--- config.mk ---
export PLATFORM = sky130hd
export DESIGN_NAME = gpu
export DESIGN_NICKNAME = d
export VERILOG_FILES = /design/src/hdl/gpu_pkg.sv /design/src/hdl/gpu.sv /design/src/hdl/gpu_bg_line.sv /design/src/hdl/gpu_reg_file.sv /design/src/hdl/gpu_sequencer.sv /design/src/hdl/gpu_ucode_rom.sv
export VERILOG_INCLUDE_DIRS = /design/src /design/src/hdl
export SDC_FILE = /design/constraint.sdc
export NUM_CORES = 1
export LEC_CHECK = 0
export BUFFER_PORTS_ARGS = -buffer_cell sky130_fd_sc_hd__buf_2
export CAP_MARGIN = 20
export CORE_AREA = 2 2 113 197
export CTS_CLUSTER_DIAMETER = 60
export DETAILED_ROUTE_END_ITERATION = 7
export DIE_AREA = 0 0 115 199
export HOLD_SLACK_MARGIN = 0.06
export PLACE_DENSITY_LB_ADDON = 0.12
export SYNTH_ARGS = -nofsm -noshare
export SYNTH_HDL_FRONTEND = slang
export SYNTH_HIERARCHICAL = 1
export SYNTH_SLANG_ARGS = --single-unit
--- constraint.sdc ---
create_clock -name iClock -period 6.9 [get_ports iClock]
set_input_delay 1.38 -clock iClock [delete_from_list [all_inputs] [get_ports iClock]]
set_output_delay 1.38 -clock iClock [all_outputs]
set_load 0.02 [all_outputs]
--- src/hdl/gpu_consts.svh ---
`ifndef GPU_CONSTS_SVH
`define GPU_CONSTS_SVH

//////////////////////////////
// Datapath widths
//////////////////////////////

// Microinstruction word and instruction pointer
`define GPU_UOP_WIDTH 20
`define GPU_IP_WIDTH 6

// Register file and ALU width
`define GPU_DATA_WIDTH 16

//////////////////////////////
// Video memory layout
//////////////////////////////

// Tile data base, selected by LCDC bit 4
`define GPU_TILE_BASE_LO 16'h8000
`define GPU_TILE_BASE_HI 16'h8800

// Visible lines per frame
`define GPU_LINE_COUNT 144

`endif

--- src/hdl/gpu_pkg.sv ---
package gpu_pkg;

  // Microinstruction opcodes, bits 19 to 15 of the word
  typedef enum logic [4:0] {
    opNop   = 5'd0,
    opWbg   = 5'd1,
    opWfb   = 5'd2,
    opWrr   = 5'd3,
    opWrl   = 5'd4,
    opRvmem = 5'd5,
    opAdd   = 5'd6,
    opSub   = 5'd7,
    opShl   = 5'd8,
    opAddl  = 5'd9,
    opSubl  = 5'd10,
    opJnz   = 5'd11,
    opJz    = 5'd12,
    opGoto  = 5'd13
  } gpuOp;

  // Register selects; the last two are read-only sources
  typedef enum logic [4:0] {
    regLcdc     = 5'd0,
    regStat     = 5'd1,
    regLy       = 5'd2,
    regLyc      = 5'd3,
    regBgp      = 5'd4,
    regMcuAddr  = 5'd5,
    regBh       = 5'd6,
    regBl       = 5'd7,
    regR0       = 5'd8,
    regR1       = 5'd9,
    srcTileBase = 5'd10,
    srcVramData = 5'd11
  } gpuReg;

endpackage

--- src/hdl/gpu.sv ---
`timescale 1ns/1ns
`include "gpu_consts.svh"

module gpu
(
  input  logic                       iClock,
  input  logic                       rstN,
  input  logic                       mcuWe,
  input  logic [2:0]                 mcuRegSelect,
  input  logic [7:0]                 mcuWriteData,
  output logic [`GPU_DATA_WIDTH-1:0] vramAddr,
  output logic                       vramReadRequest,
  input  logic [7:0]                 vramReadData,
  output logic                       fbWe,
  output logic [`GPU_DATA_WIDTH-1:0] fbAddr,
  output logic [`GPU_DATA_WIDTH-1:0] fbData,
  output logic [7:0]                 lcdc,
  output logic [7:0]                 stat,
  output logic [7:0]                 ly,
  output logic [7:0]                 lyc,
  output logic [7:0]                 bgp
);
  import gpu_pkg::*;

  logic [`GPU_IP_WIDTH-1:0]   ip;
  logic [`GPU_UOP_WIDTH-1:0]  uop;
  logic                       gpuWe;
  gpuReg                      gpuDst;
  logic [`GPU_DATA_WIDTH-1:0] gpuResult;
  gpuReg                      op0Sel;
  gpuReg                      op1Sel;
  logic [`GPU_DATA_WIDTH-1:0] op0;
  logic [`GPU_DATA_WIDTH-1:0] op1;
  logic [`GPU_DATA_WIDTH-1:0] mcuAddr;
  logic [7:0]                 bh;
  logic [7:0]                 bl;
  logic                       bgWe;

  // Video memory is addressed straight from the MCU address register
  assign vramAddr = mcuAddr;
  assign fbAddr   = {8'h00, ly};

  gpu_reg_file regFile
  (
    .iClock(iClock), .rstN(rstN),
    .mcuWe(mcuWe), .mcuRegSelect(mcuRegSelect), .mcuWriteData(mcuWriteData),
    .gpuWe(gpuWe), .gpuDst(gpuDst), .gpuResult(gpuResult),
    .op0Sel(op0Sel), .op1Sel(op1Sel), .vramReadData(vramReadData),
    .op0(op0), .op1(op1),
    .lcdc(lcdc), .stat(stat), .ly(ly), .lyc(lyc), .bgp(bgp),
    .mcuAddr(mcuAddr), .bh(bh), .bl(bl)
  );

  gpu_ucode_rom ucodeRom
  (
    .ip(ip),
    .uop(uop)
  );

  gpu_sequencer sequencer
  (
    .iClock(iClock), .rstN(rstN), .lcdc(lcdc), .uop(uop), .op0(op0), .op1(op1),
    .ip(ip), .gpuWe(gpuWe), .gpuDst(gpuDst), .gpuResult(gpuResult),
    .op0Sel(op0Sel), .op1Sel(op1Sel),
    .bgWe(bgWe), .fbWe(fbWe), .vramReadRequest(vramReadRequest)
  );

  gpu_bg_line bgLine
  (
    .iClock(iClock), .rstN(rstN), .bgWe(bgWe),
    .bh(bh), .bl(bl), .bgp(bgp),
    .pixelWord(fbData)
  );

endmodule

--- src/hdl/gpu_bg_line.sv ---
`timescale 1ns/1ns
`include "gpu_consts.svh"

module gpu_bg_line
(
  input  logic                       iClock,
  input  logic                       rstN,
  input  logic                       bgWe,
  input  logic [7:0]                 bh,
  input  logic [7:0]                 bl,
  input  logic [7:0]                 bgp,
  output logic [`GPU_DATA_WIDTH-1:0] pixelWord
);

  logic [1:0]                 pixelIndex;
  logic [`GPU_DATA_WIDTH-1:0] converted;

  // Leftmost pixel comes from bit 7 of both planes and lands in the top bits
  always_comb
  begin
    pixelIndex = 2'b00;
    converted  = '0;
    for (int i = 0; i < 8; i++)
    begin
      pixelIndex = {bh[7-i], bl[7-i]};
      converted[15-2*i -: 2] = bgp[2*pixelIndex +: 2];
    end
  end

  always_ff @(posedge iClock)
  begin
    if (!rstN)
    begin
      pixelWord <= '0;
    end
    else if (bgWe)
    begin
      pixelWord <= converted;
    end
  end

endmodule

--- src/hdl/gpu_reg_file.sv ---
`timescale 1ns/1ns
`include "gpu_consts.svh"

module gpu_reg_file
(
  input  logic                       iClock,
  input  logic                       rstN,
  input  logic                       mcuWe,
  input  logic [2:0]                 mcuRegSelect,
  input  logic [7:0]                 mcuWriteData,
  input  logic                       gpuWe,
  input  gpu_pkg::gpuReg             gpuDst,
  input  logic [`GPU_DATA_WIDTH-1:0] gpuResult,
  input  gpu_pkg::gpuReg             op0Sel,
  input  gpu_pkg::gpuReg             op1Sel,
  input  logic [7:0]                 vramReadData,
  output logic [`GPU_DATA_WIDTH-1:0] op0,
  output logic [`GPU_DATA_WIDTH-1:0] op1,
  output logic [7:0]                 lcdc,
  output logic [7:0]                 stat,
  output logic [7:0]                 ly,
  output logic [7:0]                 lyc,
  output logic [7:0]                 bgp,
  output logic [`GPU_DATA_WIDTH-1:0] mcuAddr,
  output logic [7:0]                 bh,
  output logic [7:0]                 bl
);
  import gpu_pkg::*;

  gpuReg                      mcuSel;
  logic [1:0]                 statMode;
  logic [`GPU_DATA_WIDTH-1:0] r0;
  logic [`GPU_DATA_WIDTH-1:0] r1;
  logic [`GPU_DATA_WIDTH-1:0] tileBase;

  // CPU select shares the low encodings of the register select
  assign mcuSel   = gpuReg'({2'b00, mcuRegSelect});
  assign tileBase = lcdc[4] ? `GPU_TILE_BASE_LO : `GPU_TILE_BASE_HI;

  // Bit 2 is the LY/LYC coincidence flag
  assign stat = {5'b00000, (ly == lyc), statMode};

  //////////////////////////////
  // Register writes
  //////////////////////////////

  // The sequencer write comes last so it overrides a CPU write to the same register
  always_ff @(posedge iClock)
  begin
    if (!rstN)
    begin
      lcdc     <= 8'h00;
      statMode <= 2'b00;
      ly       <= 8'h00;
      lyc      <= 8'h00;
      bgp      <= 8'h00;
      mcuAddr  <= '0;
      bh       <= 8'h00;
      bl       <= 8'h00;
      r0       <= '0;
      r1       <= '0;
    end
    else
    begin
      if (mcuWe)
      begin
        case (mcuSel)
          regLcdc: lcdc <= mcuWriteData;
          regLyc:  lyc  <= mcuWriteData;
          regBgp:  bgp  <= mcuWriteData;
          default: ;
        endcase
      end
      if (gpuWe)
      begin
        case (gpuDst)
          regLcdc:    lcdc     <= gpuResult[7:0];
          regStat:    statMode <= gpuResult[1:0];
          regLy:      ly       <= gpuResult[7:0];
          regLyc:     lyc      <= gpuResult[7:0];
          regBgp:     bgp      <= gpuResult[7:0];
          regMcuAddr: mcuAddr  <= gpuResult;
          regBh:      bh       <= gpuResult[7:0];
          regBl:      bl       <= gpuResult[7:0];
          regR0:      r0       <= gpuResult;
          regR1:      r1       <= gpuResult;
          default: ;
        endcase
      end
    end
  end

  //////////////////////////////
  // Operand read ports
  //////////////////////////////

  function automatic logic [`GPU_DATA_WIDTH-1:0] readReg(gpuReg sel);
    case (sel)
      regLcdc:     return {8'h00, lcdc};
      regStat:     return {8'h00, stat};
      regLy:       return {8'h00, ly};
      regLyc:      return {8'h00, lyc};
      regBgp:      return {8'h00, bgp};
      regMcuAddr:  return mcuAddr;
      regBh:       return {8'h00, bh};
      regBl:       return {8'h00, bl};
      regR0:       return r0;
      regR1:       return r1;
      srcTileBase: return tileBase;
      srcVramData: return {8'h00, vramReadData};
      default:     return '0;
    endcase
  endfunction

  assign op0 = readReg(op0Sel);
  assign op1 = readReg(op1Sel);

endmodule

--- src/hdl/gpu_sequencer.sv ---
`timescale 1ns/1ns
`include "gpu_consts.svh"

module gpu_sequencer
(
  input  logic                       iClock,
  input  logic                       rstN,
  input  logic [7:0]                 lcdc,
  input  logic [`GPU_UOP_WIDTH-1:0]  uop,
  input  logic [`GPU_DATA_WIDTH-1:0] op0,
  input  logic [`GPU_DATA_WIDTH-1:0] op1,
  output logic [`GPU_IP_WIDTH-1:0]   ip,
  output logic                       gpuWe,
  output gpu_pkg::gpuReg             gpuDst,
  output logic [`GPU_DATA_WIDTH-1:0] gpuResult,
  output gpu_pkg::gpuReg             op0Sel,
  output gpu_pkg::gpuReg             op1Sel,
  output logic                       bgWe,
  output logic                       fbWe,
  output logic                       vramReadRequest
);
  import gpu_pkg::*;

  gpuOp                       opcode;
  gpuReg                      srcField;
  logic [9:0]                 imm;
  logic [`GPU_DATA_WIDTH-1:0] immExt;
  logic                       active;
  logic                       zeroFlag;
  logic                       regWe;
  logic                       bgStrobe;
  logic                       fbStrobe;
  logic                       readStrobe;
  logic                       jump;

  assign opcode   = gpuOp'(uop[19:15]);
  assign gpuDst   = gpuReg'(uop[14:10]);
  assign srcField = gpuReg'(uop[9:5]);
  assign imm      = uop[9:0];
  assign immExt   = {6'b000000, imm};
  assign active   = lcdc[7];

  // Immediate arithmetic works on the destination register itself
  assign op0Sel = gpuDst;
  assign op1Sel = (opcode == opAddl || opcode == opSubl) ? gpuDst : srcField;

  //////////////////////////////
  // Decode and ALU
  //////////////////////////////

  always_comb
  begin
    gpuResult  = '0;
    regWe      = 1'b0;
    bgStrobe   = 1'b0;
    fbStrobe   = 1'b0;
    readStrobe = 1'b0;
    jump       = 1'b0;
    case (opcode)
      opWbg:   bgStrobe = 1'b1;
      opWfb:   fbStrobe = 1'b1;
      opRvmem: readStrobe = 1'b1;
      opWrr:
      begin
        gpuResult = op1;
        regWe     = 1'b1;
      end
      opWrl:
      begin
        gpuResult = immExt;
        regWe     = 1'b1;
      end
      opAdd:
      begin
        gpuResult = op0 + op1;
        regWe     = 1'b1;
      end
      opSub:
      begin
        gpuResult = op0 - op1;
        regWe     = 1'b1;
      end
      opShl:
      begin
        // Shift amount sits below the source field
        gpuResult = op1 << imm[3:0];
        regWe     = 1'b1;
      end
      opAddl:
      begin
        gpuResult = op1 + immExt;
        regWe     = 1'b1;
      end
      opSubl:
      begin
        gpuResult = op1 - immExt;
        regWe     = 1'b1;
      end
      opJnz:   jump = !zeroFlag;
      opJz:    jump = zeroFlag;
      opGoto:  jump = 1'b1;
      default: ;
    endcase
  end

  // Nothing leaves the sequencer while the display is off
  assign gpuWe           = active & regWe;
  assign bgWe            = active & bgStrobe;
  assign fbWe            = active & fbStrobe;
  assign vramReadRequest = active & readStrobe;

  //////////////////////////////
  // Instruction pointer
  //////////////////////////////

  always_ff @(posedge iClock)
  begin
    if (!rstN)
    begin
      ip       <= '0;
      zeroFlag <= 1'b0;
    end
    else if (active)
    begin
      ip <= jump ? imm[`GPU_IP_WIDTH-1:0] : ip + 1'b1;
      if (regWe)
      begin
        zeroFlag <= (gpuResult == '0);
      end
    end
  end

endmodule

--- src/hdl/gpu_ucode_rom.sv ---
`timescale 1ns/1ns
`include "gpu_consts.svh"

module gpu_ucode_rom
(
  input  logic [`GPU_IP_WIDTH-1:0]  ip,
  output logic [`GPU_UOP_WIDTH-1:0] uop
);
  import gpu_pkg::*;

  // Word layout is opcode, destination, then source or a 10-bit immediate
  always_comb
  begin
    case (ip)
      // Line start, mode 3 while the tile row is fetched
      6'd0:  uop = {opWrl, regStat, 10'd3};
      6'd1:  uop = {opWrr, regMcuAddr, srcTileBase, 5'd0};
      // Two bytes per tile row, so the row offset is LY times two
      6'd2:  uop = {opShl, regR0, regLy, 5'd1};
      6'd3:  uop = {opAdd, regMcuAddr, regR0, 5'd0};
      6'd4:  uop = {opRvmem, regLcdc, 10'd0};
      6'd5:  uop = {opWrr, regBl, srcVramData, 5'd0};
      6'd6:  uop = {opAddl, regMcuAddr, 10'd1};
      6'd7:  uop = {opRvmem, regLcdc, 10'd0};
      6'd8:  uop = {opWrr, regBh, srcVramData, 5'd0};
      // Convert the pixels, then push the word out at address LY
      6'd9:  uop = {opWbg, regLcdc, 10'd0};
      6'd10: uop = {opWfb, regLcdc, 10'd0};
      6'd11: uop = {opWrl, regStat, 10'd0};
      6'd12: uop = {opAddl, regLy, 10'd1};
      // R1 ends at zero once the last visible line is done
      6'd13: uop = {opWrr, regR1, regLy, 5'd0};
      6'd14: uop = {opSubl, regR1, 10'(`GPU_LINE_COUNT)};
      6'd15: uop = {opJnz, regLcdc, 10'd0};
      // Vertical blank, then back to line 0
      6'd16: uop = {opWrl, regStat, 10'd1};
      6'd17: uop = {opWrl, regLy, 10'd0};
      6'd18: uop = {opGoto, regLcdc, 10'd0};
      default: uop = {opNop, regLcdc, 10'd0};
    endcase
  end

endmodule

* After elaboration in Yosys (flattened, before gate mapping) *
Memory sizes are Yosys's and may differ from the RTL's. A register that Yosys moved wholly into a read port is not among the register bits.
Index checks and enable logic that the tools add are counted.

operators by class
  $add $sub $neg = 5
  eq/ne operators = 38
  shifts and indexed selects = 9
  muxes and demuxes = 26
  bitwise operators = 4
  reduce and logical (&&, ||, !) cells = 15

operator list
  cell                                                  number
  one-hot mux 16 bit (12 select lines)                  2
  one-hot mux 16 bit (7 select lines)                   1
  two-way mux 8 bit                                     12
  equality test 5 x 4 -> 1 bit (second input constant)  14
  variable part select 8 x 4 -> 2 bit                   8
  equality test 5 x 3 -> 1 bit (second input constant)  12
  equality test 5 x 2 -> 1 bit (second input constant)  6
  two-way mux 20 bit                                    1
  adder 16 x 10 -> 16 bit                               1
  adder 16 bit                                          1
  logical NOT 16 bit                                    1
  AND reduction 2 bit                                   8
  left shift 16 x 4 -> 16 bit                           1
  subtractor 16 x 10 -> 16 bit                          1
  subtractor 16 bit                                     1
  equality test 5 x 1 -> 1 bit (second input constant)  3
  logical NOT 5 bit                                     3
  two-way mux 5 bit                                     3
  two-way mux 12 bit                                    1
  equality test 8 bit                                   1
  OR reduction 7 bit                                    1
  adder 6 x 1 -> 6 bit (second input constant)          1
  two-way mux 6 bit                                     1
  AND 1 bit                                             4
  6 further kinds                                       9

storage, ports and cells
  flip-flop bits (word level) = 121
  ROM bits = 480
  output and inout bits = 90
  memories kept = 1

memories
  name              words  bits a word  rd ports  clocked after memory_dff  wr ports  RTL line             text
  (name not given)  32     15           1         1                         0         gpu_ucode_rom.sv:14  case (ip)

* Logic depth before layout (Yosys ltp) *
  depth in word-level cells = 10
  gate-level depth with buffers = 31
  depth with buffers taken out = 27

* Hierarchy *
The synthesis kept the hierarchy.

by module, submodules not included
  module         times used  cells an instance  area each (um^2)  seq. area each (um^2)
  gpu_reg_file   1           743                5995.8            1961.9
  gpu_sequencer  1           523                3823.7            140.1
  gpu_bg_line    1           114                1091.0            320.3
  gpu_ucode_rom  1           76                 529.3             0.0
  gpu            1           17                 123.9             0.0

* Least setup slack after synthesis *
Ideal clock, no wire load.

  path type = reg2reg
  start point = register sequencer/ip[0] (netlist name)
  end point = register sequencer.zeroFlag
  library setup time = 0.084 ns
  data arrival time = 6.615 ns
  data required time = 6.816 ns
  path slack = 0.201 ns
  stages on the path, launching flop included = 31
  path buffers = 5
  clock period less this slack = 6.699 ns
  cell sequence = dfxtp_1 -> inv_1 -> ha_1 -> nor2_1 -> a311oi_1 -> nor3_1 -> buf_2 -> nor3b_1 -> nand3b_1 -> and2_0 -> clkbuf_1 -> mux2_2 -> buf_2 -> or3b_2 -> buf_2 -> nor3_2 -> buf_4 -> a22oi_1 -> nand3_1 -> ha_1 -> inv_1 -> fa_1 -> a21oi_1 -> o211ai_1 -> o2111a_1 -> a221oi_1 -> xnor2_1 -> a221o_1 -> nor3_1 -> nand4bb_1 -> o31ai_2

RTL lines
  item                  RTL line              text
  end signal, assigned  gpu_sequencer.sv:128  zeroFlag <= (gpuResult == '0);
  end, declared         gpu_sequencer.sv:29   logic zeroFlag;

==> results.json <==
{
  "run_status": "complete, no violations",
  "worst-endpoint-arrival_ns": 6.99,
  "bufs_and_invs_on_worst_path": 2,
  "synthesis.area_per_instance_sq_um": 7.85,
  "fp.dieArea_sq_um": 22900,
  "cp_cell_sequence": "buf_4 -> ha_1 -> and2b_1 -> a211oi_1 -> o32ai_2 -> nor3b_2 -> nand3b_1 -> and2_2 -> mux2_2 -> and2_1 -> a22oi_1 -> o22ai_1 -> a21oi_1 -> o311ai_0 -> buf_4 -> mux4_2 -> a2bb2oi_2 -> nor2_1 -> a221oi_2 -> o211ai_1 -> or4_1 -> nor4_2 -> nand4bb_1 -> o31ai_2",
  "clock_pin_slew_of_the_registers_on_the_worst_case_setup_and_hold_paths_ns": 0.06,
  "synth_enable_flop_cells": 0,
  "synthesis.yosys.warnings": 6,
  "netlist_instances": 1473,
  "slowest_delay_ns": 0.64,
  "critPathTopFamily": "simple AND/OR/NAND/NOR gates",
  "io_pins": 112,
  "cell_repeated_most_along_the_worst_path": "sky130_fd_sc_hd__buf_4",
  "largest_net_degree_at_the_start_of_global_routing": 115,
  "maxCapViolCount": 0,
  "drtPass1Iterations": 6,
  "yosys_top_cell_area_share": 0.209,
  "insertion_delay_ns": 0.44,
  "cts-root-to-sink-buffers": 2,
  "nets": 1598,
  "htree_levels": 4,
  "via_count": 12302,
  "cts_hold_buffers": 0,
  "setup_viol_count_final": 0,
  "hp-class": "flop to flop",
  "synth.cell_area_sq_um": 11600,
  "cts_num_sinks": 121,
  "wl_per_cell_um": 26.3,
  "fp.coreArea_sq_um": 21300,
  "clock_tree_from_tritoncts": "yes",
  "grt_setup_unrepaired": "no",
  "yosysTopAreaCell": "sky130_fd_sc_hd__dfxtp_1",
  "period_utilization": 0.961,
  "setup_skew_ns": 0.00732,
  "first_global_vias": 11820,
  "critPathRequiredTime_ns": 7.26,
  "drt.antenna.violating_nets": 0,
  "slew-limit-headroom": 0.218,
  "antenna_cells_inserted": 0,
  "drt_drc_violations_left": 0,
  "final.hold.worst_slack_ns": 0.473,
  "global_route_wire_length_before_repair_um": 70200,
  "synth_seq_cells": 121,
  "fmax_ghz": 0.151,
  "drt-total-wl_um": 47300,
  "io_buffers": 98,
  "detail_route.vias_per_cell": 6.83,
  "gpl.final_weighted_congestion": 1.05,
  "synth-seq-area-share": 0.209,
  "num-fill-cells": 2034,
  "final-seq-area_sq_um": 2420,
  "clock-root-buffer": "sky130_fd_sc_hd__clkbuf_16",
  "slew_worst_pin_ns": 1.16,
  "synth_top_flop_cell": "sky130_fd_sc_hd__dfxtp_1",
  "shortest_clock_period_the_worst_path_allows_after_layout_ns": 6.63,
  "power_density_cells_nw_per_um2": 151,
  "synth_area_leaders": "sky130_fd_sc_hd__dfxtp_1 21%, sky130_fd_sc_hd__mux2i_1 10%, sky130_fd_sc_hd__nand2_1 7.1%",
  "place_hpwl_um": 35800,
  "cpMaxStageDelayCell": "sky130_fd_sc_hd__or4_1",
  "crit_type": "flop to flop",
  "power.ir.vdd_worst_v": 0.000209,
  "combined_area_of_the_multi_input_logic_cells_sq_um": 8330,
  "syn2layout_area_growth_pct": 11.5,
  "grt.total_usage": 0.413,
  "drive_gt1_frac": 0.175,
  "finalMaxSlewViolations": 0,
  "row_count": 71,
  "synth.lib_cells_used.distinct": 94,
  "critPathLaunchType": "flop",
  "drt_first_iter_violations": 1299,
  "tritoncts.num_buffers": 17,
  "p_leak_uw": 0.00548,
  "finalHoldViolations": 0,
  "synth-async-reset-ratio": 0,
  "critical_path.max_fanout": 17,
  "initial_core_utilization": 0.542,
  "worst_setup_path_end_kind": "flop",
  "chipHeight_um": 199,
  "initial_antenna_violation_count": 1,
  "die_width_um": 115,
  "grt_overflow_total": 0,
  "tns_ns": 0
}
==> cells by family (layout without fill, tap and decap cells) <==
group           Yosys count  count (layout)  synth area share
simple gates            541             541             0.235
fa+ha+maj                43              43            0.0478
compound gates          388             388             0.250
buf+inv                 188             246            0.0824
flops                   121             121             0.209
xor+xnor                 43              43            0.0326
mux                     146             146             0.141
other cells               3              18          0.000974
==> metal layers <==
layer | up-vias | routed length, um | global-route usage
met2 | 658 | 23300 | 0.709
met3 | 242 | 3040 | 0.0625
met1 | 5902 | 16400 | 0.427
li1 | 5500 | - | -
met4 | 0 | 4600 | 0.364
met5 | - | 0 | 0
==> final cells by class <==
class | instances | area share
Inverter | 42 | 0.0122
Multi-Input combinational cell | 1179 | 0.646
Timing Repair Buffer | 172 | 0.0833
Sequential cell | 121 | 0.188
Tap cell | 255 | 0.0247
Clock buffer | 18 | 0.0333
Clock inverter | 14 | 0.0129
==> power by group <==
group          switching [uW]  total (uW)  leakage, uW  internal (uW)
sequential               8.38         710     0.000976            702
combinational             198         316      0.00422            118
clock                     379         920     0.000282            541
total                     585        1950      0.00548           1360
==> path summary, 6_finish.rpt <==
path / startpoint / end / slack, ns / cells past startpoint
min reg2reg: regFile/r1[15]$_SDFFE_PN0P_ / regFile/r1[15]$_SDFFE_PN0P_ / 0.47 / 2
max reg2reg: sequencer/ip[0]$_SDFFE_PN0P_ / sequencer/zeroFlag$_SDFFE_PN0P_ / 0.27 / 24
max: sequencer/ip[0]$_SDFFE_PN0P_ / sequencer/zeroFlag$_SDFFE_PN0P_ / 0.27 / 24
min: regFile/r1[15]$_SDFFE_PN0P_ / regFile/r1[15]$_SDFFE_PN0P_ / 0.47 / 2
==> repair_timing <==
| item | in CTS | in global routing |
|---|---|---|
| setup buffers | 0 | 0 |
| resized for setup | 0 | 11 |
| hold endpoints to repair | 0 | 0 |
| setup endpoints to repair | 0 | 31 |
==> cells in the final DEF, fill, tap and decap left out, types with 30 or more instances in the layout <==
cell type,instances
sky130_fd_sc_hd__a22oi_1,34
sky130_fd_sc_hd__nor3_1,30
sky130_fd_sc_hd__o21ai_0,53
sky130_fd_sc_hd__mux2i_1,115
sky130_fd_sc_hd__a21boi_0,47
sky130_fd_sc_hd__a21oi_1,47
sky130_fd_sc_hd__buf_4,72
sky130_fd_sc_hd__ha_1,41
sky130_fd_sc_hd__nor2b_1,40
sky130_fd_sc_hd__dfxtp_1,120
sky130_fd_sc_hd__nand2_1,218
sky130_fd_sc_hd__nor2_1,61
sky130_fd_sc_hd__buf_2,97
sky130_fd_sc_hd__inv_1,41
sky130_fd_sc_hd__nand3_1,51
==> per-stage QoR <==
stage / utilization / total power, uW / instances / cell area [sq um] / setup slack, ns
floorplan: - / 945 / 1488 / 11600 / 0.201
global placement: 0.575 / 1020 / 1768 / 12300 / 0.170
detailed placement: 0.575 / 1030 / 1768 / 12300 / 0.130
CTS: 0.603 / 1940 / 1800 / 12800 / 0.0793
global route: 0.605 / 2000 / 1801 / 12900 / 0.0141
finish: 0.605 / 1950 / 1801 / 12900 / 0.268
==> synthesized netlist by cell type, drive strengths merged (10+ instances only) <==
cell type / n
a21boi: 52
a21o: 11
a21oi: 49
a221oi: 26
a22oi: 34
a31oi: 12
and3: 11
buf: 88
clkbuf: 58
dfxtp: 121
ha: 41
inv: 41
mux2: 20
mux2i: 116
mux4: 10
nand2: 219
nand2b: 18
nand3: 52
nand3b: 27
nor2: 68
nor2b: 40
nor3: 33
nor4: 14
o211a: 27
o211ai: 14
o21ai: 54
o221ai: 21
or3: 12
xnor2: 22
xor2: 21
==> flip-flops by register name, indices dropped and copies added (netlist names), 2 cells and up <==
register          flops
bgLine/pixelWord     16
regFile/bgp           8
regFile/bh            8
regFile/bl            8
regFile/lcdc          8
regFile/ly            8
regFile/lyc           8
regFile/mcuAddr      16
regFile/r0           16
regFile/r1           16
regFile/statMode      2
sequencer/ip          6
==> worst reg2reg max path, cell delays in order (launching register included) <==
cell and delay, ns:
sky130_fd_sc_hd__dfxtp_1 0.31, sky130_fd_sc_hd__buf_4 0.17, sky130_fd_sc_hd__ha_1 0.24, sky130_fd_sc_hd__and2b_1 0.18, sky130_fd_sc_hd__a211oi_1 0.32, sky130_fd_sc_hd__o32ai_2 0.16, sky130_fd_sc_hd__nor3b_2 0.28, sky130_fd_sc_hd__nand3b_1 0.12
sky130_fd_sc_hd__and2_2 0.28, sky130_fd_sc_hd__mux2_2 0.47, sky130_fd_sc_hd__and2_1 0.33, sky130_fd_sc_hd__a22oi_1 0.23, sky130_fd_sc_hd__o22ai_1 0.16, sky130_fd_sc_hd__a21oi_1 0.20, sky130_fd_sc_hd__o311ai_0 0.41, sky130_fd_sc_hd__buf_4 0.31
sky130_fd_sc_hd__mux4_2 0.50, sky130_fd_sc_hd__a2bb2oi_2 0.25, sky130_fd_sc_hd__nor2_1 0.08, sky130_fd_sc_hd__a221oi_2 0.17, sky130_fd_sc_hd__o211ai_1 0.18, sky130_fd_sc_hd__or4_1 0.64, sky130_fd_sc_hd__nor4_2 0.20, sky130_fd_sc_hd__nand4bb_1 0.16
sky130_fd_sc_hd__o31ai_2 0.18
Power figures use the tool's default switching activity.
